--- config.mk ---
export PLATFORM = sky130hd
export DESIGN_NAME = display_timing_flat
export DESIGN_NICKNAME = d
export VERILOG_FILES = /design/src/display_pkg.sv /design/src/disp_if.sv /design/src/display_timing.sv /design/src/flat_wrapper.sv
export SDC_FILE = /design/constraint.sdc
export NUM_CORES = 1
export LEC_CHECK = 0
export BUFFER_PORTS_ARGS = -buffer_cell sky130_fd_sc_hd__buf_2
export CAP_MARGIN = 20
export CORE_MARGIN = 4
export CORE_UTILIZATION = 40
export DETAILED_ROUTE_END_ITERATION = 10
export MAX_ROUTING_LAYER = met4
export PLACE_DENSITY = 0.7
export SKIP_CTS_REPAIR_TIMING = 1
export SYNTH_ARGS = -nofsm -noshare
export SYNTH_HDL_FRONTEND = slang
export SYNTH_SLANG_ARGS = --single-unit
--- constraint.sdc ---
create_clock -name clk_pix -period 2.2 [get_ports clk_pix]
set_input_delay 0.44 -clock clk_pix [delete_from_list [all_inputs] [get_ports clk_pix]]
set_output_delay 0.44 -clock clk_pix [all_outputs]
set_load 0.01 [all_outputs]
--- src/display_pkg.sv ---
/*
 * 640x480 VGA raster timing, coordinate type and 16:9 letterbox bounds.
 * Shared by display timing, the framebuffer readout and the testbench.
 */
`default_nettype none

package display_pkg;

    localparam int cordw = 16;                     // coordinate width
    typedef logic signed [cordw-1:0] coord_t;      // signed screen/fb coordinate

    // horizontal timing in pixels
    localparam coord_t h_active = 640;
    localparam coord_t h_front  = 16;
    localparam coord_t h_sync   = 96;
    localparam coord_t h_back   = 48;
    localparam coord_t h_total  = h_active + h_front + h_sync + h_back;  // 800

    // vertical timing in lines
    localparam coord_t v_active = 480;
    localparam coord_t v_front  = 10;
    localparam coord_t v_sync   = 2;
    localparam coord_t v_back   = 33;
    localparam coord_t v_total  = v_active + v_front + v_sync + v_back;  // 525

    localparam logic sync_on = 1'b0;               // both syncs active low

    localparam coord_t lb_top    = 60;             // first image row
    localparam coord_t lb_bottom = 420;            // one past last image row

endpackage

`default_nettype wire

--- src/disp_if.sv ---
/*
 * Raster position, data-enable and frame/line strobes from display timing
 * to the framebuffer readout.
 */
`default_nettype none

interface disp_if;

    display_pkg::coord_t sx;    // screen column
    display_pkg::coord_t sy;    // screen row
    logic                de;    // active video
    logic                frame; // pulse at (0,0)
    logic                line;  // pulse at sx == 0

    modport producer (output sx, sy, de, frame, line);
    modport consumer (input  sx, sy, de, frame, line);

endinterface

`default_nettype wire

--- src/display_timing.sv ---
/*
 * 640x480 raster counters. Screen position and strobes go out on disp,
 * syncs are decoded combinationally from the counters.
 */
`default_nettype none

module display_timing (
    input  wire logic clk_pix,
    input  wire logic rst,
    disp_if.producer  disp,
    output logic      hsync,
    output logic      vsync
);

    display_pkg::coord_t sx;
    display_pkg::coord_t sy;

    always_ff @(posedge clk_pix) begin
        if (rst) begin
            sx <= '0;
            sy <= '0;
        end else if (sx == display_pkg::h_total - 1) begin
            sx <= '0;
            if (sy == display_pkg::v_total - 1) begin
                sy <= '0;  // wrap to top of frame
            end else begin
                sy <= sy + display_pkg::cordw'(1);
            end
        end else begin
            sx <= sx + display_pkg::cordw'(1);
        end
    end

    always_comb begin
        disp.sx    = sx;
        disp.sy    = sy;
        disp.de    = (sx < display_pkg::h_active) && (sy < display_pkg::v_active);
        disp.frame = (sx == 0) && (sy == 0);
        disp.line  = (sx == 0);
    end

    // sync pulse follows the front porch
    always_comb begin
        if (sx >= display_pkg::h_active + display_pkg::h_front &&
            sx <  display_pkg::h_active + display_pkg::h_front + display_pkg::h_sync) begin
            hsync = display_pkg::sync_on;
        end else begin
            hsync = ~display_pkg::sync_on;
        end

        if (sy >= display_pkg::v_active + display_pkg::v_front &&
            sy <  display_pkg::v_active + display_pkg::v_front + display_pkg::v_sync) begin
            vsync = display_pkg::sync_on;
        end else begin
            vsync = ~display_pkg::sync_on;
        end
    end

endmodule

`default_nettype wire

--- src/flat_wrapper.sv ---
// flat-port wrapper written by rule: the top's interface ports become plain ports
module display_timing_flat 
  (clk_pix, rst, hsync, vsync, disp_sx, disp_sy, disp_de, disp_frame, disp_line);
  disp_if disp_i ();
  input  wire logic clk_pix;
  input  wire logic rst;
  output logic hsync;
  output logic vsync;
  output wire logic [$bits(disp_i.sx)-1:0] disp_sx;
  output wire logic [$bits(disp_i.sy)-1:0] disp_sy;
  output wire logic [$bits(disp_i.de)-1:0] disp_de;
  output wire logic [$bits(disp_i.frame)-1:0] disp_frame;
  output wire logic [$bits(disp_i.line)-1:0] disp_line;
  assign disp_sx = disp_i.sx;
  assign disp_sy = disp_i.sy;
  assign disp_de = disp_i.de;
  assign disp_frame = disp_i.frame;
  assign disp_line = disp_i.line;
  display_timing u_core (.clk_pix(clk_pix), .rst(rst), .disp(disp_i), .hsync(hsync), .vsync(vsync));
endmodule
---- Word-level counts from Yosys, hierarchy flattened ----
Index checks and enable logic that the tools add are counted.
storage, ports and cells
  bits in registers ....................... 32
  logic and storage cells ................. 22
  output and inout bits ................... 37
cells by class
  reduce and logical (&&, ||, !) cells .... 7
  equality and inequality tests ........... 2
  muxes and demuxes ....................... 3
  magnitude comparators ................... 6
  add/sub/neg operators ................... 2
operator list
  operator                 number
  $logic_not A32 Y1        2
  $add A16 B2 Y16 const B  2
  $eq A16 B11 Y1 const B   2
  $lt A16 B10 Y1 const B   2
  $lt A16 B11 Y1 const B   2
  $ge A16 B10 Y1 const B   1
  $ge A16 B11 Y1 const B   1
  $mux W16                 1
  $logic_and A1 B1 Y1      4
  $mux W1                  2
  $reduce_or A2 Y1         1

---- Depth between registers and ports, before layout ----
  depth in word-level cells ............... 3
  gate-level depth with buffers ........... 8

---- Worst setup path after synthesis ----
No wires, ideal clock.
  path kind ............................... reg2out
  from .................................... register u_core.sy[10] (netlist: u_core.disp.sy[10])
  to ...................................... output disp_frame
  arrival time ............................ 1650 ps
  stages on the path, launching flop included .. 5
  buffers on the path ..................... 0
  setup slack ............................. 110 ps
  cells stage by stage .................... dfxtp_1 > or4_4 > or3_1 > nor3_1 > and3_1
on the way
  longest elaborated chain between the ends .. 2
ends and longest elaborated chain
  element                 line                  text
  from (decl)             display_timing.sv:16  display_pkg::coord_t sy;
  from (signal assigned)  display_timing.sv:27  sy <= sy + display_pkg::cordw'(1);
  $logic_not A32 Y1       display_timing.sv:38  disp.frame = (sx == 0) && (sy == 0);
  $logic_and A1 B1 Y1     display_timing.sv:38
  to (decl)               flat_wrapper.sv:12    output wire logic [$bits(disp_i.frame)-1:0] disp_frame;
No other way between the ends.

---- Worst setup path in the final report ----
  from .................................... register u_core.sy[11] (netlist: u_core.disp.sy[11])
  to ...................................... output disp_frame
Same word-level chain as after synthesis.

==> reports/metrics.cfg <==
[clocking]
clock_sinks=32
cts_tree=built
cts_buffers=5
cts.reportedPaths.clkPinSlew_ns=0.07
h-tree-depth=2
root_buffer=clkbuf_8
insertion_delay_ns=0.29
cts_max_path_buffers=2

[run]
drv_cap=0

[drt]
drcViolationCount=0
wl_um=4440
drt_iter0_drc=155
vias=1743
ant_nets=0
routedWlPerCell_um=13.8
drt_pass1_iterations=4
vias_per_cell=5.43

[die]
die_w_um=75.3
die_h_um=75.3
dieArea_mm2=0.00567
io_pins=39
core_mm2=0.00435
initial_core_util_pct=41.6
fp-row-count=24

[sta]
slew-limit-headroom_pct=46.8
drv_slew=0
fin_ws_ns=-0.222
worst_pin_slew_ns=0.796
period_share_pct=110
finalHoldViolations=0
fmax_mhz=413
grt_setup_unrepaired=yes
fin_crit_ns=2.42
setup_violations=3
finClkSkew_ns=0.00526

[synthesis]
synth_most_common_cell=dfxtp_1
ys_types=48
yosysTopAreaCell=dfxtp_1
synthTopCellsByArea=dfxtp_1 35%, nor2_1 5.4%, nor3_1 4.1%
ys_top_cells_by_count=32 x dfxtp_1, 26 x nor2_1, 15 x nor3_1
synth_fp_nets=225
synthArstFlopShare_pct=0
seq_area_frac_synth_pct=35.4
synth-edff-count=0
synth-seq-cells=32
synth_top_area_share_pct=35.4
avgSynthCellArea_um2=8.27
syn-instance-count=219
yosysWarnings=0
netlist_area_mm2=0.00181
ys.flop_type=dfxtp_1

[critical_path]
crit_type=reg2out
cp_max_fo=2
crit_required_ns=1.76
rr_worst_depth=6
cpPeakStageDelay_ns=0.54
cp-start-kind=flop
crit_slowest_cell=or4_4
worst_ep_arrival_time_ns=1.98
rrSetupSlack_ns=0.14
reg2reg_to=u_core.disp.sy[10]
worstPathCellList=or4_4 > or3_4 > nor3_2 > and3_1 > buf_2
worst_setup_path_end_kind=output port
rr_startpoint=u_core.disp.sy[11]

[pwr]
ir_drop_uv=298
cellPowerDensity_mw_per_mm2=546
leakagePower_nw=0.902

[place]
dpl.hpwl_um=3210
post-place-ws_ns=0.0342
place_congestion=0.802
port_buffers=38

[cells_and_area]
num_antenna_cells=0
final_nets=274
final_core_util_pct=50.2
num-fill-cells=437
syn_to_final_growth_pct=20.7
drive_gt1_share_pct=27.5

[outcome]
status=complete, but fails checks
violations=setup timing

[min_path]
hold_path.startpoint=rst
min_path_cells=2
min_path_type=in2reg
hold_path_end=u_core.disp.sy[6]

[grt]
grt_max_degree=15
grt_pass1_vias=1607
grt_overflow=0
grt_usage_pct=18.1
grt_pass1_wl_um=7580
antenna_found_initial=0

==> critical path, delay by kind of cell (launching register included) <==
family | cells | cell delay, ns
and+or+nand+nor | 4 | 1.26
buffers and inverters | 1 | 0.13
DFF | 1 | 0.31
==> routing by layer <==
metal | routed length (um) | global-route usage, %
met5 | 0 | -
met4 | 75 | 6.99
met3 | 278 | 4.67
met2 | 2000 | 26.7
met1 | 2080 | 23.6
==> registers in the layout (all words and copies together) (netlist names) <==
| register | flops |
|---|---|
| u_core.disp.sx | 16 |
| u_core.disp.sy | 16 |
==> worst max-delay path by stage <==
stage / startpoint / to / cells past startpoint
after floorplan: u_core.disp.sy[10] / disp_frame / 4
after global placement: u_core.disp.sy[10] / disp_frame / 5
after detailed placement: u_core.disp.sy[10] / disp_frame / 5
after CTS: u_core.disp.sy[10] / disp_frame / 5
after global routing: u_core.disp.sy[11] / disp_frame / 5
final: u_core.disp.sy[11] / disp_frame / 5
==> placed cells by master (no fill, tap or decap), types with 5 or more instances in the layout <==
cell | synthesis | final
buf_2 | 3 | 38
dfxtp_1 | 32 | 32
buf_4 | 1 | 17
xor2_1 | 6 | 6
xnor2_1 | 7 | 7
and3_1 | 5 | 5
nand4_1 | 8 | 8
nand2_1 | 13 | 13
nor3_1 | 15 | 14
clkbuf_8 | 2 | 6
inv_1 | 9 | 9
nand3_1 | 13 | 13
o31ai_1 | 8 | 8
a21oi_1 | 10 | 10
o21ai_1 | 11 | 11
nor2_1 | 26 | 26
==> stage by stage <==
step / cells / hold WS, ns / power (W) / TNS (ns) / area, um^2
CTS: 319 / 0.424 / 0.00120 / -0.619 / 2160
global placement: 311 / 0.522 / 0.000729 / 0 / 2070
global route: 321 / 0.446 / 0.00124 / -0.752 / 2190
detailed placement: 311 / 0.529 / 0.000729 / 0 / 2070
floorplan: 219 / 0.488 / 0.000694 / 0 / 1810
finish: 321 / 0.433 / 0.00119 / -0.585 / 2190
==> logic make-up after synthesis <==
kind of cell    Yosys count  synth area share [%]
buf+inv                  22                  7.81
fa+ha+maj                 4                  2.76
simple gates            108                  34.3
flops                    32                  35.4
compound gates           39                  12.9
mux                       1                 0.553
xor+xnor                 13                  6.29
==> layout make-up <==
cell class | instances | area, um^2 | share of cell area (%)
Multi-Input combinational cell | 165 | 1040 | 47.5
Sequential cell | 32 | 641 | 29.3
Inverter | 9 | 33.8 | 1.55
Tap cell | 52 | 65.1 | 2.98
Timing Repair Buffer | 55 | 318 | 14.5
Clock buffer | 8 | 90.1 | 4.12
==> report_power, final <==
group,switching [W],internal [W]
combinational,0.0000641,0.0000548
clock,0.000212,0.000255
sequential,0.0000173,0.000591
Power figures use the tool's default switching activity.
