--- config.mk ---
export PLATFORM = sky130hd
export DESIGN_NAME = line_sequencer
export DESIGN_NICKNAME = d
export VERILOG_FILES = /design/src/display_pkg.sv /design/src/draw_pkg.sv /design/src/line_sequencer.sv
export SDC_FILE = /design/constraint.sdc
export NUM_CORES = 1
export LEC_CHECK = 0
export ABC_AREA = 1
export ABC_CLOCK_PERIOD_IN_PS = 3100
export BUFFER_PORTS_ARGS = -buffer_cell sky130_fd_sc_hd__buf_4
export CAP_MARGIN = 20
export CORE_ASPECT_RATIO = 1.4
export CORE_MARGIN = 5
export CORE_UTILIZATION = 42
export CTS_CLUSTER_SIZE = 16
export DETAILED_ROUTE_END_ITERATION = 8
export PLACE_DENSITY = 0.84
export SYNTH_ARGS = -nofsm -noshare
export SYNTH_HDL_FRONTEND = slang
export SYNTH_SLANG_ARGS = --single-unit
--- constraint.sdc ---
create_clock -name clk_pix -period 3.1 [get_ports clk_pix]
set_input_delay 0.155 -clock clk_pix [delete_from_list [all_inputs] [get_ports clk_pix]]
set_output_delay 0.155 -clock clk_pix [all_outputs]
set_load 0.1 [all_outputs]
--- src/display_pkg.sv ---
/*
 * 640x480 VGA raster timing, coordinate type and 16:9 letterbox bounds.
 * Shared by display timing, the framebuffer readout and the testbench.
 */
`default_nettype none

package display_pkg;

    localparam int cordw = 16;                     // coordinate width
    typedef logic signed [cordw-1:0] coord_t;      // signed screen/fb coordinate

    // horizontal timing in pixels
    localparam coord_t h_active = 640;
    localparam coord_t h_front  = 16;
    localparam coord_t h_sync   = 96;
    localparam coord_t h_back   = 48;
    localparam coord_t h_total  = h_active + h_front + h_sync + h_back;  // 800

    // vertical timing in lines
    localparam coord_t v_active = 480;
    localparam coord_t v_front  = 10;
    localparam coord_t v_sync   = 2;
    localparam coord_t v_back   = 33;
    localparam coord_t v_total  = v_active + v_front + v_sync + v_back;  // 525

    localparam logic sync_on = 1'b0;               // both syncs active low

    localparam coord_t lb_top    = 60;             // first image row
    localparam coord_t lb_bottom = 420;            // one past last image row

endpackage

`default_nettype wire

--- src/draw_pkg.sv ---
/*
 * Framebuffer geometry, colour format, palette and the border line jobs.
 * Used by the line sequencer, line drawer and framebuffer.
 */
`default_nettype none

package draw_pkg;

    localparam int fb_width  = 320;
    localparam int fb_height = 180;
    localparam int fb_scale  = 2;                      // screen pixels per fb pixel
    localparam int fb_pixels = fb_width * fb_height;
    localparam int fb_addrw  = $clog2(fb_pixels);

    localparam int cidxw = 4;                          // colour index bits
    localparam int chanw = 4;                          // bits per colour channel

    // 12-bit RGB, red in the top nibble
    localparam logic [3*chanw-1:0] palette [2**cidxw] = '{
        12'h000, 12'h125, 12'h725, 12'h085,
        12'hA53, 12'h555, 12'hCCC, 12'hFFF,
        12'hF00, 12'hFA0, 12'hFF0, 12'h0F0,
        12'h00F, 12'h87A, 12'hF7A, 12'hFCA
    };

    localparam logic [cidxw-1:0] cidx_black  = 4'h0;
    localparam logic [cidxw-1:0] cidx_red    = 4'h8;
    localparam logic [cidxw-1:0] cidx_yellow = 4'hA;
    localparam logic [cidxw-1:0] cidx_green  = 4'hB;
    localparam logic [cidxw-1:0] cidx_blue   = 4'hC;

    typedef struct packed {
        display_pkg::coord_t x0;
        display_pkg::coord_t y0;
        display_pkg::coord_t x1;
        display_pkg::coord_t y1;
        logic [cidxw-1:0]    cidx;
    } line_t;

    localparam int line_cnt = 4;
    localparam int line_idw = $clog2(line_cnt);

    // clockwise border, later lines overwrite the shared corners
    localparam line_t line_table [line_cnt] = '{
        '{x0: 0,   y0: 0,   x1: 319, y1: 0,   cidx: cidx_red},
        '{x0: 319, y0: 0,   x1: 319, y1: 179, cidx: cidx_yellow},
        '{x0: 319, y0: 179, x1: 0,   y1: 179, cidx: cidx_green},
        '{x0: 0,   y0: 179, x1: 0,   y1: 0,   cidx: cidx_blue}
    };

    typedef enum logic [1:0] {idle, init, draw, done} seq_state_t;
    typedef enum logic [1:0] {ld_idle, ld_init, ld_draw} ld_state_t;

endpackage

`default_nettype wire

--- src/line_sequencer.sv ---
/*
 * Draw FSM: on the first frame pulse it hands the border lines to the
 * drawer one at a time, then holds draw_done until reset.
 */
`default_nettype none

module line_sequencer (
    input  wire logic                    clk_pix,
    input  wire logic                    rst,
    input  wire logic                    frame,
    input  wire logic                    done,
    output logic                         start,
    output display_pkg::coord_t          x0,
    output display_pkg::coord_t          y0,
    output display_pkg::coord_t          x1,
    output display_pkg::coord_t          y1,
    output logic [draw_pkg::cidxw-1:0]   cidx,
    output logic                         draw_done
);

    draw_pkg::seq_state_t             state;
    logic [draw_pkg::line_idw-1:0]    line_id;  // current table entry

    always_ff @(posedge clk_pix) begin
        if (rst) begin
            state     <= draw_pkg::idle;
            line_id   <= '0;
            start     <= 1'b0;
            draw_done <= 1'b0;
        end else begin
            case (state)
                draw_pkg::init: begin
                    start <= 1'b1;  // endpoints valid alongside start
                    x0    <= draw_pkg::line_table[line_id].x0;
                    y0    <= draw_pkg::line_table[line_id].y0;
                    x1    <= draw_pkg::line_table[line_id].x1;
                    y1    <= draw_pkg::line_table[line_id].y1;
                    cidx  <= draw_pkg::line_table[line_id].cidx;
                    state <= draw_pkg::draw;
                end
                draw_pkg::draw: begin
                    start <= 1'b0;
                    if (done) begin
                        if (line_id == draw_pkg::line_idw'(draw_pkg::line_cnt - 1)) begin
                            draw_done <= 1'b1;
                            state     <= draw_pkg::done;
                        end else begin
                            line_id <= line_id + 1'b1;
                            state   <= draw_pkg::init;
                        end
                    end
                end
                draw_pkg::done: begin
                    state <= draw_pkg::done;  // parked until reset
                end
                default: begin
                    if (frame) state <= draw_pkg::init;
                end
            endcase
        end
    end

endmodule

`default_nettype wire

Word-level counts from Yosys, hierarchy flattened
Cells that the tools add are included.
Cells by class
  div/mod/pow operators: 0
  shifts and indexed selects: 0
  equal/unequal tests: 5
  bitwise logic cells: 3
  reduce and logical (&&, ||, !) cells: 6
  multiply operators: 0
  multiplexer cells: 8
  $lt $le $gt $ge: 1
  $add $sub $neg: 1
Operators with widths (count)
  $bmux 68 s2: 1
  $mux 68: 2
  $eq 2x2->1 const B: 3
  $mux 2: 3
  $pmux 2 s3: 1
  $reduce_and 3->1: 2
  $reduce_and 2->1: 2
  $reduce_bool 4->1: 1
  $ge 3x3->1 const B: 1
  $not 2->3: 1
  $add 2x1->2 const B: 1
  $eq 2x1->1 const B: 1
  $ne 2x2->1 const B: 1
  $not 1->1: 2
  $pmux 1 s2: 1
  $reduce_bool 2->1: 1
Storage, ports and cells
  latch bits: 0
  flip-flop bits (word level): 74
  bits in read-only memories: 0
  memories: 0
  RAM bits: 0
  logic and storage cells: 33

Logic depth before layout (Yosys ltp)
  word-level depth: 4
  depth in mapped cells: 7
  gate-level depth less buffers: 7

Worst setup path before layout
Ideal clock, no wire load.
  path type: register to output
  start: register x0[5] (netlist name)
  end: output x0[0]
  required time: 2.945 ns
  cell stages (with the launch flop): 2
  slack: 1.412 ns
  data arrival time: 1.533 ns
  path buffers: 1
  cells stage by stage: edfxtp_1 > buf_4
RTL lines
  end, declared: RTL line line_sequencer.sv:13  | output display_pkg::coord_t x0,

==> results.sh <==
export IMPL_die_area_um2=3370
export IMPL_clockRootBuffer="clkbuf_4"
export IMPL_cts_buffer_depth=2
export IMPL_max_freq_mhz=735
export IMPL_h_tree_depth=1
export IMPL_gp_congestion=0.793
export IMPL_chipHeight_um=66.7
export IMPL_finalSetupViolCount=0
export IMPL_antenna_found_initial=0
export IMPL_crit_buf_inv=1
export IMPL_cts_tree="yes"
export IMPL_viasPerCell=3.78
export IMPL_post_route_cell_area_um2=931
export IMPL_io_buffers=32
export IMPL_num_vias=563
export IMPL_mappedNetlistArea_um2=963
export IMPL_n_antenna_cell=0
export IMPL_wl_per_cell_um=9.81
export IMPL_hp_class="input port to register"
export IMPL_cp_top_family="flip-flops"
export IMPL_outcome="complete, no violations"
export IMPL_cts_buffers=3
export IMPL_core_um2=2180
export IMPL_cts_setup_buffers=0
export IMPL_finalSetupTns_ps=0
export IMPL_worst_setup_path_type="register to primary output"
export IMPL_drive_above_1_share_pct=28.3
export IMPL_path_clk_slew_ps=70
export IMPL_ys_types=15
export IMPL_syn_inst=115
export IMPL_die_w_um=50.5
export IMPL_final_nets=137
export IMPL_initialDrtViolationCount=8
export IMPL_grt_pass1_wl_um=2020
export IMPL_cts_sinks=11
export IMPL_yosysTopAreaCell="buf_4"
export IMPL_synth_top_area_share_pct=49.1
export IMPL_hold_viol=0
export IMPL_grt_pass1_vias=472
export IMPL_placed_cell_area_um2=905
export IMPL_critical_path_max_fanout=13
export IMPL_start_kind="register"
export IMPL_period_share_pct=43.9
export IMPL_grtUsageTotal_pct=7.64
export IMPL_drtAntennaViolNets=0
export IMPL_max_cap_viol_count=0
export IMPL_crit_path_cell_trace="buf_4"
export IMPL_clkLatencyLatePin_ps=270
export IMPL_post_route_worst_setup_slack_ps=1740
export IMPL_synth_seq_area_share_pct=28.1
export IMPL_layout_commonest_cell="conb_1"
export IMPL_arrival_ps=1210
export IMPL_crit_path_end_kind="primary output"
export IMPL_cts_hold_buf=0
export IMPL_overflow=0
export IMPL_first_pass_iters=4
export IMPL_most_common_layout_cells="conb_1 (41), buf_4 (32), inv_1 (9)"
export IMPL_cp_data_required_time_ps=2940
export IMPL_postRouteWirelength_um=1460
export IMPL_dpl_worst_slack_ps=1810
export IMPL_rows=20
export IMPL_rsz0062_at_grt="no"
export IMPL_finClkSkew_ps=1.67
export IMPL_critical_path_max_stage_delay_ps=570
export IMPL_synth_area_leaders="buf_4 (49%), edfxtp_1 (16%), dfxtp_1 (12%)"
export IMPL_yosysWarnings=0
export IMPL_io_pins=74
export IMPL_slowest_stage="edfxtp_1"
export IMPL_drv_slew=0
export IMPL_ys_seq_elements=11
export IMPL_hpwlAfterDp_um=1280
export IMPL_nFillCells=234
export IMPL_grt_start_max_net_pins=14
export IMPL_syn_to_final_growth_pct=-3.38
export IMPL_avgSynthCellArea_um2=8.38
export IMPL_start_util_pct=44.3
export IMPL_ctsResizeCount=0
export IMPL_layout_min_cycle_time_ps=1360
export IMPL_drcViolationCount=0
path summary, 6_finish.rpt:
kind / startpoint / end / slack [ps] / depth (start not counted)
max: x0[5] / y1[1] / 1740 / 1
min: rst / start / 60 / 2
max reg2reg: state[0] / cidx[2] / 1800 / 3
min reg2reg: draw_done / draw_done / 480 / 1
state kept, by name (all words and copies together) (netlist names):
name / count
state: 2
draw_done: 1
x1: 1
cidx: 2
start: 1
y0: 1
x0: 1
line_id: 2
Yosys cell counts:
cell / number
o21ai_0: 2
ha_1: 5
nand3_1: 2
buf_4: 63
nand3b_1: 1
a21oi_1: 4
inv_1: 9
nand2_2: 1
nand4_1: 1
nor2_1: 8
edfxtp_1: 5
nand2_1: 5
conb_1: 2
dfxtp_1: 6
o21a_1: 1
area by class of cell:
cell class,count,area (um2),area share [%]
clock buffer,4,26.3,2.82
inverter,9,33.8,3.63
multi-input combinational,71,333,35.8
sequential,11,270,29.0
tap,22,27.5,2.96
timing repair buffer,32,240,25.8
cell families after synthesis:
kind of cell / count (synthesis) / synth area share [%]
AND/OR/NAND/NOR: 18 / 8.18
buffers and inverters: 72 / 52.6
adder cells (fa/ha/maj): 5 / 6.49
AO/OA/AOI/OAI: 7 / 3.90
other: 2 / 0.780
flip-flops: 11 / 28.1
through the flow:
stage | util (%) | hold slack, ps | instances
final | 42.8 | 61.2 | 149
after global routing | 42.8 | 55.2 | 149
after global placement | 41.6 | 340 | 145
after detailed placement | 41.6 | 343 | 145
after floorplan | - | 227 | 154
after CTS | 42.8 | 56.3 | 149
metal layers:
metal	vias up	routed length, um	share of wire, %	global-route usage [%]
met5	-	0	0	0
met4	0	15	1.0	3.83
met3	2	341	23	5.37
met2	52	665	45	12.7
met1	236	439	30	6.73
li1	273	-	-	-
Power is left out: the tool's default activity adds up to more than one toggle a clock period on the data nets, which glitch-free logic cannot reach.
