**src/display_pkg.sv**
```systemverilog
/*
 * 640x480 VGA raster timing, coordinate type and 16:9 letterbox bounds.
 * Shared by display timing, the framebuffer readout and the testbench.
 */
`default_nettype none

package display_pkg;

    localparam int cordw = 16;                     // coordinate width
    typedef logic signed [cordw-1:0] coord_t;      // signed screen/fb coordinate

    // horizontal timing in pixels
    localparam coord_t h_active = 640;
    localparam coord_t h_front  = 16;
    localparam coord_t h_sync   = 96;
    localparam coord_t h_back   = 48;
    localparam coord_t h_total  = h_active + h_front + h_sync + h_back;  // 800

    // vertical timing in lines
    localparam coord_t v_active = 480;
    localparam coord_t v_front  = 10;
    localparam coord_t v_sync   = 2;
    localparam coord_t v_back   = 33;
    localparam coord_t v_total  = v_active + v_front + v_sync + v_back;  // 525

    localparam logic sync_on = 1'b0;               // both syncs active low

    localparam coord_t lb_top    = 60;             // first image row
    localparam coord_t lb_bottom = 420;            // one past last image row

endpackage

`default_nettype wire

```
**src/draw_pkg.sv**
```systemverilog
/*
 * Framebuffer geometry, colour format, palette and the border line jobs.
 * Used by the line sequencer, line drawer and framebuffer.
 */
`default_nettype none

package draw_pkg;

    localparam int fb_width  = 320;
    localparam int fb_height = 180;
    localparam int fb_scale  = 2;                      // screen pixels per fb pixel
    localparam int fb_pixels = fb_width * fb_height;
    localparam int fb_addrw  = $clog2(fb_pixels);

    localparam int cidxw = 4;                          // colour index bits
    localparam int chanw = 4;                          // bits per colour channel

    // 12-bit RGB, red in the top nibble
    localparam logic [3*chanw-1:0] palette [2**cidxw] = '{
        12'h000, 12'h125, 12'h725, 12'h085,
        12'hA53, 12'h555, 12'hCCC, 12'hFFF,
        12'hF00, 12'hFA0, 12'hFF0, 12'h0F0,
        12'h00F, 12'h87A, 12'hF7A, 12'hFCA
    };

    localparam logic [cidxw-1:0] cidx_black  = 4'h0;
    localparam logic [cidxw-1:0] cidx_red    = 4'h8;
    localparam logic [cidxw-1:0] cidx_yellow = 4'hA;
    localparam logic [cidxw-1:0] cidx_green  = 4'hB;
    localparam logic [cidxw-1:0] cidx_blue   = 4'hC;

    typedef struct packed {
        display_pkg::coord_t x0;
        display_pkg::coord_t y0;
        display_pkg::coord_t x1;
        display_pkg::coord_t y1;
        logic [cidxw-1:0]    cidx;
    } line_t;

    localparam int line_cnt = 4;
    localparam int line_idw = $clog2(line_cnt);

    // clockwise border, later lines overwrite the shared corners
    localparam line_t line_table [line_cnt] = '{
        '{x0: 0,   y0: 0,   x1: 319, y1: 0,   cidx: cidx_red},
        '{x0: 319, y0: 0,   x1: 319, y1: 179, cidx: cidx_yellow},
        '{x0: 319, y0: 179, x1: 0,   y1: 179, cidx: cidx_green},
        '{x0: 0,   y0: 179, x1: 0,   y1: 0,   cidx: cidx_blue}
    };

    typedef enum logic [1:0] {idle, init, draw, done} seq_state_t;
    typedef enum logic [1:0] {ld_idle, ld_init, ld_draw} ld_state_t;

endpackage

`default_nettype wire

```
**src/draw_if.sv**
```systemverilog
/*
 * Pixel write port from the line drawer into the framebuffer.
 * A write happens on every cycle with we high; busy holds the drawer off.
 */
`default_nettype none

interface draw_if;

    logic                       we;    // write strobe
    display_pkg::coord_t        x;     // fb column
    display_pkg::coord_t        y;     // fb row
    logic [draw_pkg::cidxw-1:0] cidx;  // colour index to store
    logic                       busy;  // port in use by readout or clear

    modport producer (output we, x, y, cidx, input  busy);
    modport consumer (input  we, x, y, cidx, output busy);

endinterface

`default_nettype wire

```
**src/line_draw.sv**
```systemverilog
/*
 * Bresenham line rasteriser for any octant. Emits one pixel per cycle
 * while the framebuffer is free, then pulses done.
 */
`default_nettype none

module line_draw (
    input  wire logic                       clk_pix,
    input  wire logic                       rst,
    input  wire logic                       start,
    input  wire display_pkg::coord_t        x0,
    input  wire display_pkg::coord_t        y0,
    input  wire display_pkg::coord_t        x1,
    input  wire display_pkg::coord_t        y1,
    input  wire logic [draw_pkg::cidxw-1:0] cidx,
    draw_if.producer                        fb,
    output logic                            drawing,
    output logic                            done
);

    draw_pkg::ld_state_t state;

    display_pkg::coord_t xa, ya, xb, yb;   // endpoints, ya <= yb
    display_pkg::coord_t x, y;             // current pixel
    logic signed [display_pkg::cordw:0]   dx, dy, err;
    logic signed [display_pkg::cordw:0]   dx_n, dy_n;
    logic signed [display_pkg::cordw+1:0] e2;
    logic                                 right;  // x increases along the line
    logic                                 step_x, step_y;
    logic [draw_pkg::cidxw-1:0]           cidx_q;

    always_comb begin
        dx_n   = (xa < xb) ? xb - xa : xa - xb;
        dy_n   = ya - yb;           // never positive after the swap
        e2     = {err, 1'b0};
        step_x = (e2 >= dy);
        step_y = (e2 <= dx);
    end

    always_ff @(posedge clk_pix) begin
        done <= 1'b0;
        case (state)
            draw_pkg::ld_init: begin
                right <= (xa < xb);
                dx    <= dx_n;
                dy    <= dy_n;
                err   <= dx_n + dy_n;
                x     <= xa;
                y     <= ya;
                state <= draw_pkg::ld_draw;
            end
            draw_pkg::ld_draw: begin
                if (!fb.busy) begin
                    if (x == xb && y == yb) begin
                        done  <= 1'b1;  // last pixel went out this cycle
                        state <= draw_pkg::ld_idle;
                    end else begin
                        if (step_x) x <= right ? x + display_pkg::cordw'(1)
                                               : x - display_pkg::cordw'(1);
                        if (step_y) y <= y + display_pkg::cordw'(1);
                        err <= err + (step_x ? dy : '0) + (step_y ? dx : '0);
                    end
                end
            end
            default: begin
                if (start) begin
                    cidx_q <= cidx;
                    if (y0 > y1) begin  // always walk downwards
                        xa <= x1;
                        ya <= y1;
                        xb <= x0;
                        yb <= y0;
                    end else begin
                        xa <= x0;
                        ya <= y0;
                        xb <= x1;
                        yb <= y1;
                    end
                    state <= draw_pkg::ld_init;
                end
            end
        endcase
        if (rst) begin
            state <= draw_pkg::ld_idle;
            done  <= 1'b0;
        end
    end

    always_comb begin
        drawing = (state == draw_pkg::ld_draw) && !fb.busy;
        fb.we   = drawing;
        fb.x    = x;
        fb.y    = y;
        fb.cidx = cidx_q;
    end

endmodule

`default_nettype wire

```
**src/flat_wrapper.sv**
```systemverilog
// flat-port wrapper written by rule: the top's interface ports become plain ports
module line_draw_flat 
  (clk_pix, rst, start, x0, y0, x1, y1, cidx, drawing, done, fb_we, fb_x, fb_y, fb_cidx, fb_busy);
  draw_if fb_i ();
  input  wire logic clk_pix;
  input  wire logic rst;
  input  wire logic start;
  input  wire display_pkg::coord_t x0;
  input  wire display_pkg::coord_t y0;
  input  wire display_pkg::coord_t x1;
  input  wire display_pkg::coord_t y1;
  input  wire logic [draw_pkg::cidxw-1:0] cidx;
  output logic drawing;
  output logic done;
  output wire logic [$bits(fb_i.we)-1:0] fb_we;
  output wire logic [$bits(fb_i.x)-1:0] fb_x;
  output wire logic [$bits(fb_i.y)-1:0] fb_y;
  output wire logic [$bits(fb_i.cidx)-1:0] fb_cidx;
  input wire logic [$bits(fb_i.busy)-1:0] fb_busy;
  assign fb_we = fb_i.we;
  assign fb_x = fb_i.x;
  assign fb_y = fb_i.y;
  assign fb_cidx = fb_i.cidx;
  assign fb_i.busy = fb_busy;
  line_draw u_core (.clk_pix(clk_pix), .rst(rst), .start(start), .x0(x0), .y0(y0), .x1(x1), .y1(y1), .cidx(cidx), .fb(fb_i), .drawing(drawing), .done(done));
endmodule
```
**config.mk**
```make
export PLATFORM = sky130hd
export DESIGN_NAME = line_draw_flat
export DESIGN_NICKNAME = d
export VERILOG_FILES = /design/src/display_pkg.sv /design/src/draw_pkg.sv /design/src/draw_if.sv /design/src/line_draw.sv /design/src/flat_wrapper.sv
export SDC_FILE = /design/constraint.sdc
export NUM_CORES = 1
export LEC_CHECK = 0
export ABC_CLOCK_PERIOD_IN_PS = 11000
export BUFFER_PORTS_ARGS = -buffer_cell sky130_fd_sc_hd__buf_2
export CORE_MARGIN = 2
export CORE_UTILIZATION = 55
export CTS_CLUSTER_SIZE = 24
export DETAILED_ROUTE_END_ITERATION = 12
export GPL_TIMING_DRIVEN = 1
export MAX_ROUTING_LAYER = met4
export PLACE_DENSITY = 0.74
export SLEW_MARGIN = 20
export SYNTH_ARGS = -nofsm -noshare
export SYNTH_HDL_FRONTEND = slang
export SYNTH_SLANG_ARGS = --single-unit
```
**constraint.sdc**
```tcl
create_clock -name clk_pix -period 11 [get_ports clk_pix]
set_input_delay 0.55 -clock clk_pix [delete_from_list [all_inputs] [get_ports clk_pix]]
set_output_delay 0.55 -clock clk_pix [all_outputs]
set_load 0.005 [all_outputs]
```
== Yosys cells after proc, flatten, opt, wreduce, memory -nomap -nowiden ==
Index checks and enable logic that the tools add are counted.
W data, S select, Z words.
Cells by class
  add/sub/neg operators: 9
  multipliers: 0
  div/mod/pow operators: 0
  order comparisons: 4
  eq/ne operators: 9
  shift operators: 0
  muxes and demuxes: 24
  bitwise gates (word level): 2
  reduce and logical (&&, ||, !) cells: 12
Operator list (number)
  $mux W16: 11
  $mux W17: 5
  $pmux W16 S2: 2
  $add A17 B17 Y17: 3
  $sub A16 B16 Y17: 3
  $pmux W17 S2: 1
  $add A16 B2 Y16 const B: 2
  $eq A16 B16 Y1: 2
  $ge A18 B17 Y1: 1
  $le A18 B17 Y1: 1
  $gt A16 B16 Y1: 1
  $lt A16 B16 Y1: 1
  $sub A16 B2 Y16 const B: 1
  $reduce_and A4 Y1: 2
  $mux W2: 3
  $ne A2 B1 Y1 const B: 3
  $reduce_and A3 Y1: 2
  $ne A2 B2 Y1 const B: 2
  $pmux W2 S2: 1
  $reduce_bool A3 Y1: 1
  $reduce_or A3 Y1: 1
  $eq A2 B1 Y1 const B: 1
  $eq A2 B2 Y1 const B: 1
  $logic_and A1 B1 Y1: 2
  other kinds (6): 7
Storage, ports and cells
  register bits after elaboration: 155
  bits in latches: 0
  bits in writable memories: 0
  memory bits (read-only): 0
  input port bits: 72
  memories: 0

== Logic depth before layout (Yosys ltp) ==
  depth in word-level cells: 7
  mapped depth: 25

== Least setup slack after synthesis ==
No wires, ideal clock.
  path kind: reg-to-reg
  start: reg u_core.xb[1]
  end: reg u_core.err[16] (netlist name) (data pin)
  library setup time: 0.261 ns
  data arrival time: 4.985 ns
  required time: 10.739 ns
  setup slack: 5.755 ns
  stages on the path, launching flop included: 22
  cells stage by stage: edfxtp_1 -> inv_1 -> ha_1 -> nor2b_1 -> o31a_1 -> o41a_1 -> o31ai_2 -> o21ai_2 -> a221oi_4 -> a21oi_4 -> buf_6 -> mux2_1 -> fa_1 -> a211oi_1 -> o21bai_1 -> a31o_2 -> a21bo_2 -> o21ai_0 -> o21ai_0 -> xnor2_1 -> nor3b_1 -> a221o_1
Between the ends
  cells in the longest elaborated chain, start to end: 4
  elaborated cells between the ends (all ways): 6
  those cells by class: add/sub (3); order compare (1); mux (2)
RTL lines
  start, declared: RTL line line_draw.sv:23  | display_pkg::coord_t xa, ya, xb, yb;
  start signal, assigned: RTL line line_draw.sv:71  | xb <= x0;
  start signal, assigned: RTL line line_draw.sv:76  | xb <= x1;
  $sub A16 B16 Y17 / $lt A16 B16 Y1 (equally long branches): RTL line line_draw.sv:33  | dx_n = (xa < xb) ? xb - xa : xa - xb;
  $mux W17 (*): RTL line line_draw.sv:33
  named net u_core.dx_n (one bit): RTL line line_draw.sv:26  | logic signed [display_pkg::cordw:0] dx_n, dy_n;
  $add A17 B17 Y17 (*): RTL line line_draw.sv:47  | err <= dx_n + dy_n;
  $pmux W17 S2 (*): RTL line line_draw.sv:42  | case (state)
  end signal, assigned: RTL line line_draw.sv:47
  end signal, assigned: RTL line line_draw.sv:61  | err <= err + (step_x ? dy : '0) + (step_y ? dx : '0);
  end, declared: RTL line line_draw.sv:25  | logic signed [display_pkg::cordw:0] dx, dy, err;
The timed path passes the listed nets; every way through them passes the cells marked *.
A chain may end at the register's enable or synchronous reset.

== Worst setup path in the final report ==
Ends and elaborated chain as after synthesis.

==> metrics.txt <==
status completed; via count around 9800; required time worst endpoint 11.19 ns; Max-Cap Viols 0; Synthesized Nets 1547; Horiz. Die Dim 156.6 um; Tmin final slightly below 6 ns; vias in the first global route 9583; cell taking the most area after synthesis edfxtp_1; Netlist cell types 69; RD Place Congestion 0.9237; synthesized area 0.01280 sq mm; global-route wire length before repair 49090 um; CP dominant cell by count o21ai_0; CORE AREA approximately 0.023 sq mm; H-tree depth 4; adder-cell share of the synthesized area 17.71%; drt drc 0; layout cell share with drive strength beyond 1 15.81%; CTS sink cnt between 150 and 200; critical path type flip-flop to flip-flop; Synth Flop Type edfxtp_1; VDD IR max 0.0001401 V; Slew headroom 35.75%; Worst Path Max Fanout 15; XOR/XNOR Fraction of Synth Area 7.116%; final WL 30250 um; Fin Setup TNS 0 ns; Max stage delay on crit path 0.49 ns; main combinational cell family by area after synthesis adder cells; area grow syn2layout 11.56%; io pins 111; mux contribution to synthesized area 7.155%; largest net degree at the start of global routing 88; Syn Inst Count 1307; diode count 0; sequential-to-total area share from yosys stat roughly 36%; clock transition at the registers of the reported paths approximately 0.070 ns; post-synthesis async set-or-reset flop share 0%; Setup violations, final 0; total gr overflow 0; Synth area leaders edfxtp_1 36%, ha_1 14%, mux2_2 5.8%; Via density 5.649; Post-CTS Resized 0; initial antenna violation count 0; row cnt 55; Clock Latency Late Sink 0.44 ns; DR iter-0 viols between 500 and 600; Post-synth EDFFs 152; Post-DRT Antenna Nets 0; Tot GR Track Use 26.48%; Post-Synth Simple-Gate Area 10.48%; Worst setup EP type flip-flop; Pwr Total 0.004679 W; CP delay by family, top compound AO/OA/AOI/OAI gates; FMAX 0.1705 GHz; compound-gate portion of the synthesized area 14.91%; syn_area_per_cell 9.794 sq um; Die Ht approximately 160 um; leakage 6.405 nW; CTS buffer count 17; Starting Density 56.20%; TritonCTS clock tree done; Post CTS Setup Buffer Count 0; drt pass-1 iters 5; Seq cells post-synth 155; Synthesis Warnings 0; Critical Path AT slightly above 6 ns; IO buf count 110; post-DP HPWL 23520 um; worst hold path class input pin to flip-flop; Worst Skew between 0.015 and 0.02 ns; cts hold-fix bufs 0; Final Hold Violating Endpoints 0; crit start category flip-flop; Root Buffer clkbuf_16; Final #Nets 1650; Final Cycle Share between 50% and 60%; CP max-delay cell fa_1; RSZ-0062 raised after global routing false; final hold slack ~0.28 ns; Slew @ Worst Pin ~0.96 ns; largest buffer count on any clock path 2; routed len/inst 17.43 um; die area roughly 0.025 sq mm; CP Cell Sequence inv_1 -> ha_1 -> nor2b_1 -> o31a_1 -> o41a_1 -> o31ai_2 -> o21ai_2 -> a221oi_4 -> a21oi_4 -> mux2_1 -> fa_1 -> a211oi_1 -> o21bai_1 -> a31o_2 -> a21bo_2 -> o21ai_0 -> o21ai_0 -> xnor2_1 -> nor3b_1 -> a221o_1; buffers and inverters on the worst path 1; Filler cells 1890; top cell type's share of synthesized area 35.66%; max-slew violations 0; PwrDens 327.6 mW/mm^2
==> placed cells by master (no fill, tap or decap), types with 8 or more instances in the layout <==
cell         n
clkbuf_16   17
a211oi_1    13
nand4_1     15
a21o_1      28
xnor2_1     47
a31oi_1      8
nor4_1      11
ha_1       145
nor2b_1     15
edfxtp_1   152
mux2_2      66
o21a_1      23
nor2_1      84
a21oi_1     93
fa_1        22
nand2_1     88
buf_2      110
xor2_1      57
inv_1      185
nand3_1     18
o21ai_0     55
o21bai_1    12
o31ai_1      9
nor3_1      14
nand2b_1     9
o211ai_1     9
and2_1       8
mux2i_1     15
==> per-layer routing <==
metal	up-vias	GRT usage (%)	part of all wire [%]
li1	4831	-	-
met1	4651	36.51	47
met2	299	42.69	46
met3	25	2.631	4.8
met4	0	5.898	1.3
met5	-	-	0
==> worst reg2reg max path: stages (launching register included) <==
cell	delay [ns]
edfxtp_1	0.45
inv_1	0.11
ha_1	0.31
nor2b_1	0.14
o31a_1	0.25
o41a_1	0.35
o31ai_2	0.34
o21ai_2	0.13
a221oi_4	0.34
a21oi_4	0.24
mux2_1	0.45
fa_1	0.49
a211oi_1	0.36
o21bai_1	0.15
a31o_2	0.29
a21bo_2	0.23
o21ai_0	0.26
o21ai_0	0.17
xnor2_1	0.21
nor3b_1	0.08
a221o_1	0.29
==> per-stage QoR <==
stage	area [sq um]	std cells	worst slack [ns]	utilization [%]
floorplan	12800	1307	5.755	-
global placement	13670	1704	5.454	60.00
detailed placement	13680	1704	5.179	60.04
CTS	14280	1736	5.176	62.70
global route	14280	1736	4.671	62.70
finish	14280	1736	5.137	62.70
==> cell type report <==
| cell class | count | area [sq um] | area share (%) |
|---|---|---|---|
| multi-input cells | 935 | 7370 | 51.60 |
| flip-flops and latches | 155 | 4624 | 32.38 |
| inverters | 185 | 694.4 | 4.862 |
| repair buffers | 116 | 595.6 | 4.170 |
| clock buffers | 17 | 425.4 | 2.979 |
| well taps | 313 | 391.6 | 2.742 |
| clock inverters | 15 | 180.2 | 1.262 |
==> where the power goes <==
part           switching [W]  internal (W)  leakage [nW]
Combinational        0.00175       0.00125          4.66
Clock               0.000286      0.000326         0.290
Sequential          0.000139      0.000921          1.46
Total                0.00218       0.00250          6.41
==> final timing paths <==
path | cells past startpoint | start | end | slack [ns]
worst max-delay path | 20 | u_core.xb[1]$_DFFE_PP_ | u_core.err[16]$_DFFE_PP_ | 5.14
worst max register to register | 20 | u_core.xb[1]$_DFFE_PP_ | u_core.err[16]$_DFFE_PP_ | 5.14
worst min-delay path | 1 | cidx[2] | u_core.fb.cidx[2]$_DFFE_PP_ | 0.28
worst min register to register | 2 | u_core.ya[0]$_DFFE_PP_ | u_core.fb.y[0]$_DFFE_PP_ | 0.61
==> cells by family (layout without fill, tap and decap cells) <==
family	after synthesis	count (layout)
AOI/OAI and AO/OA	294	294
xor gates and xnor gates	104	104
adders and majority gates	168	168
buffers and inverters	217	333
DFF	155	155
muxes	83	83
and+or+nand+nor	286	286
==> Yosys cell counts (all sizes together), types with 22 or more instances <==
master and count:
inv 185, edfxtp 152, ha 146, a21oi 94
nand2 88, nor2 84, mux2 68, o21ai 57
xor2 57, xnor2 47, a21o 28, o21a 23
clkbuf 22, fa 22
==> registers in the layout, summed over array words and instances (netlist names) <==
name,cells
u_core.fb.x,16
u_core.dx,17
u_core.fb.y,16
u_core.state,2
u_core.done,1
u_core.xb,16
u_core.err,17
u_core.ya,16
u_core.xa,16
u_core.yb,16
u_core.right,1
u_core.fb.cidx,4
u_core.dy,17
No activity file was read; power rests on OpenSTA's default activity.
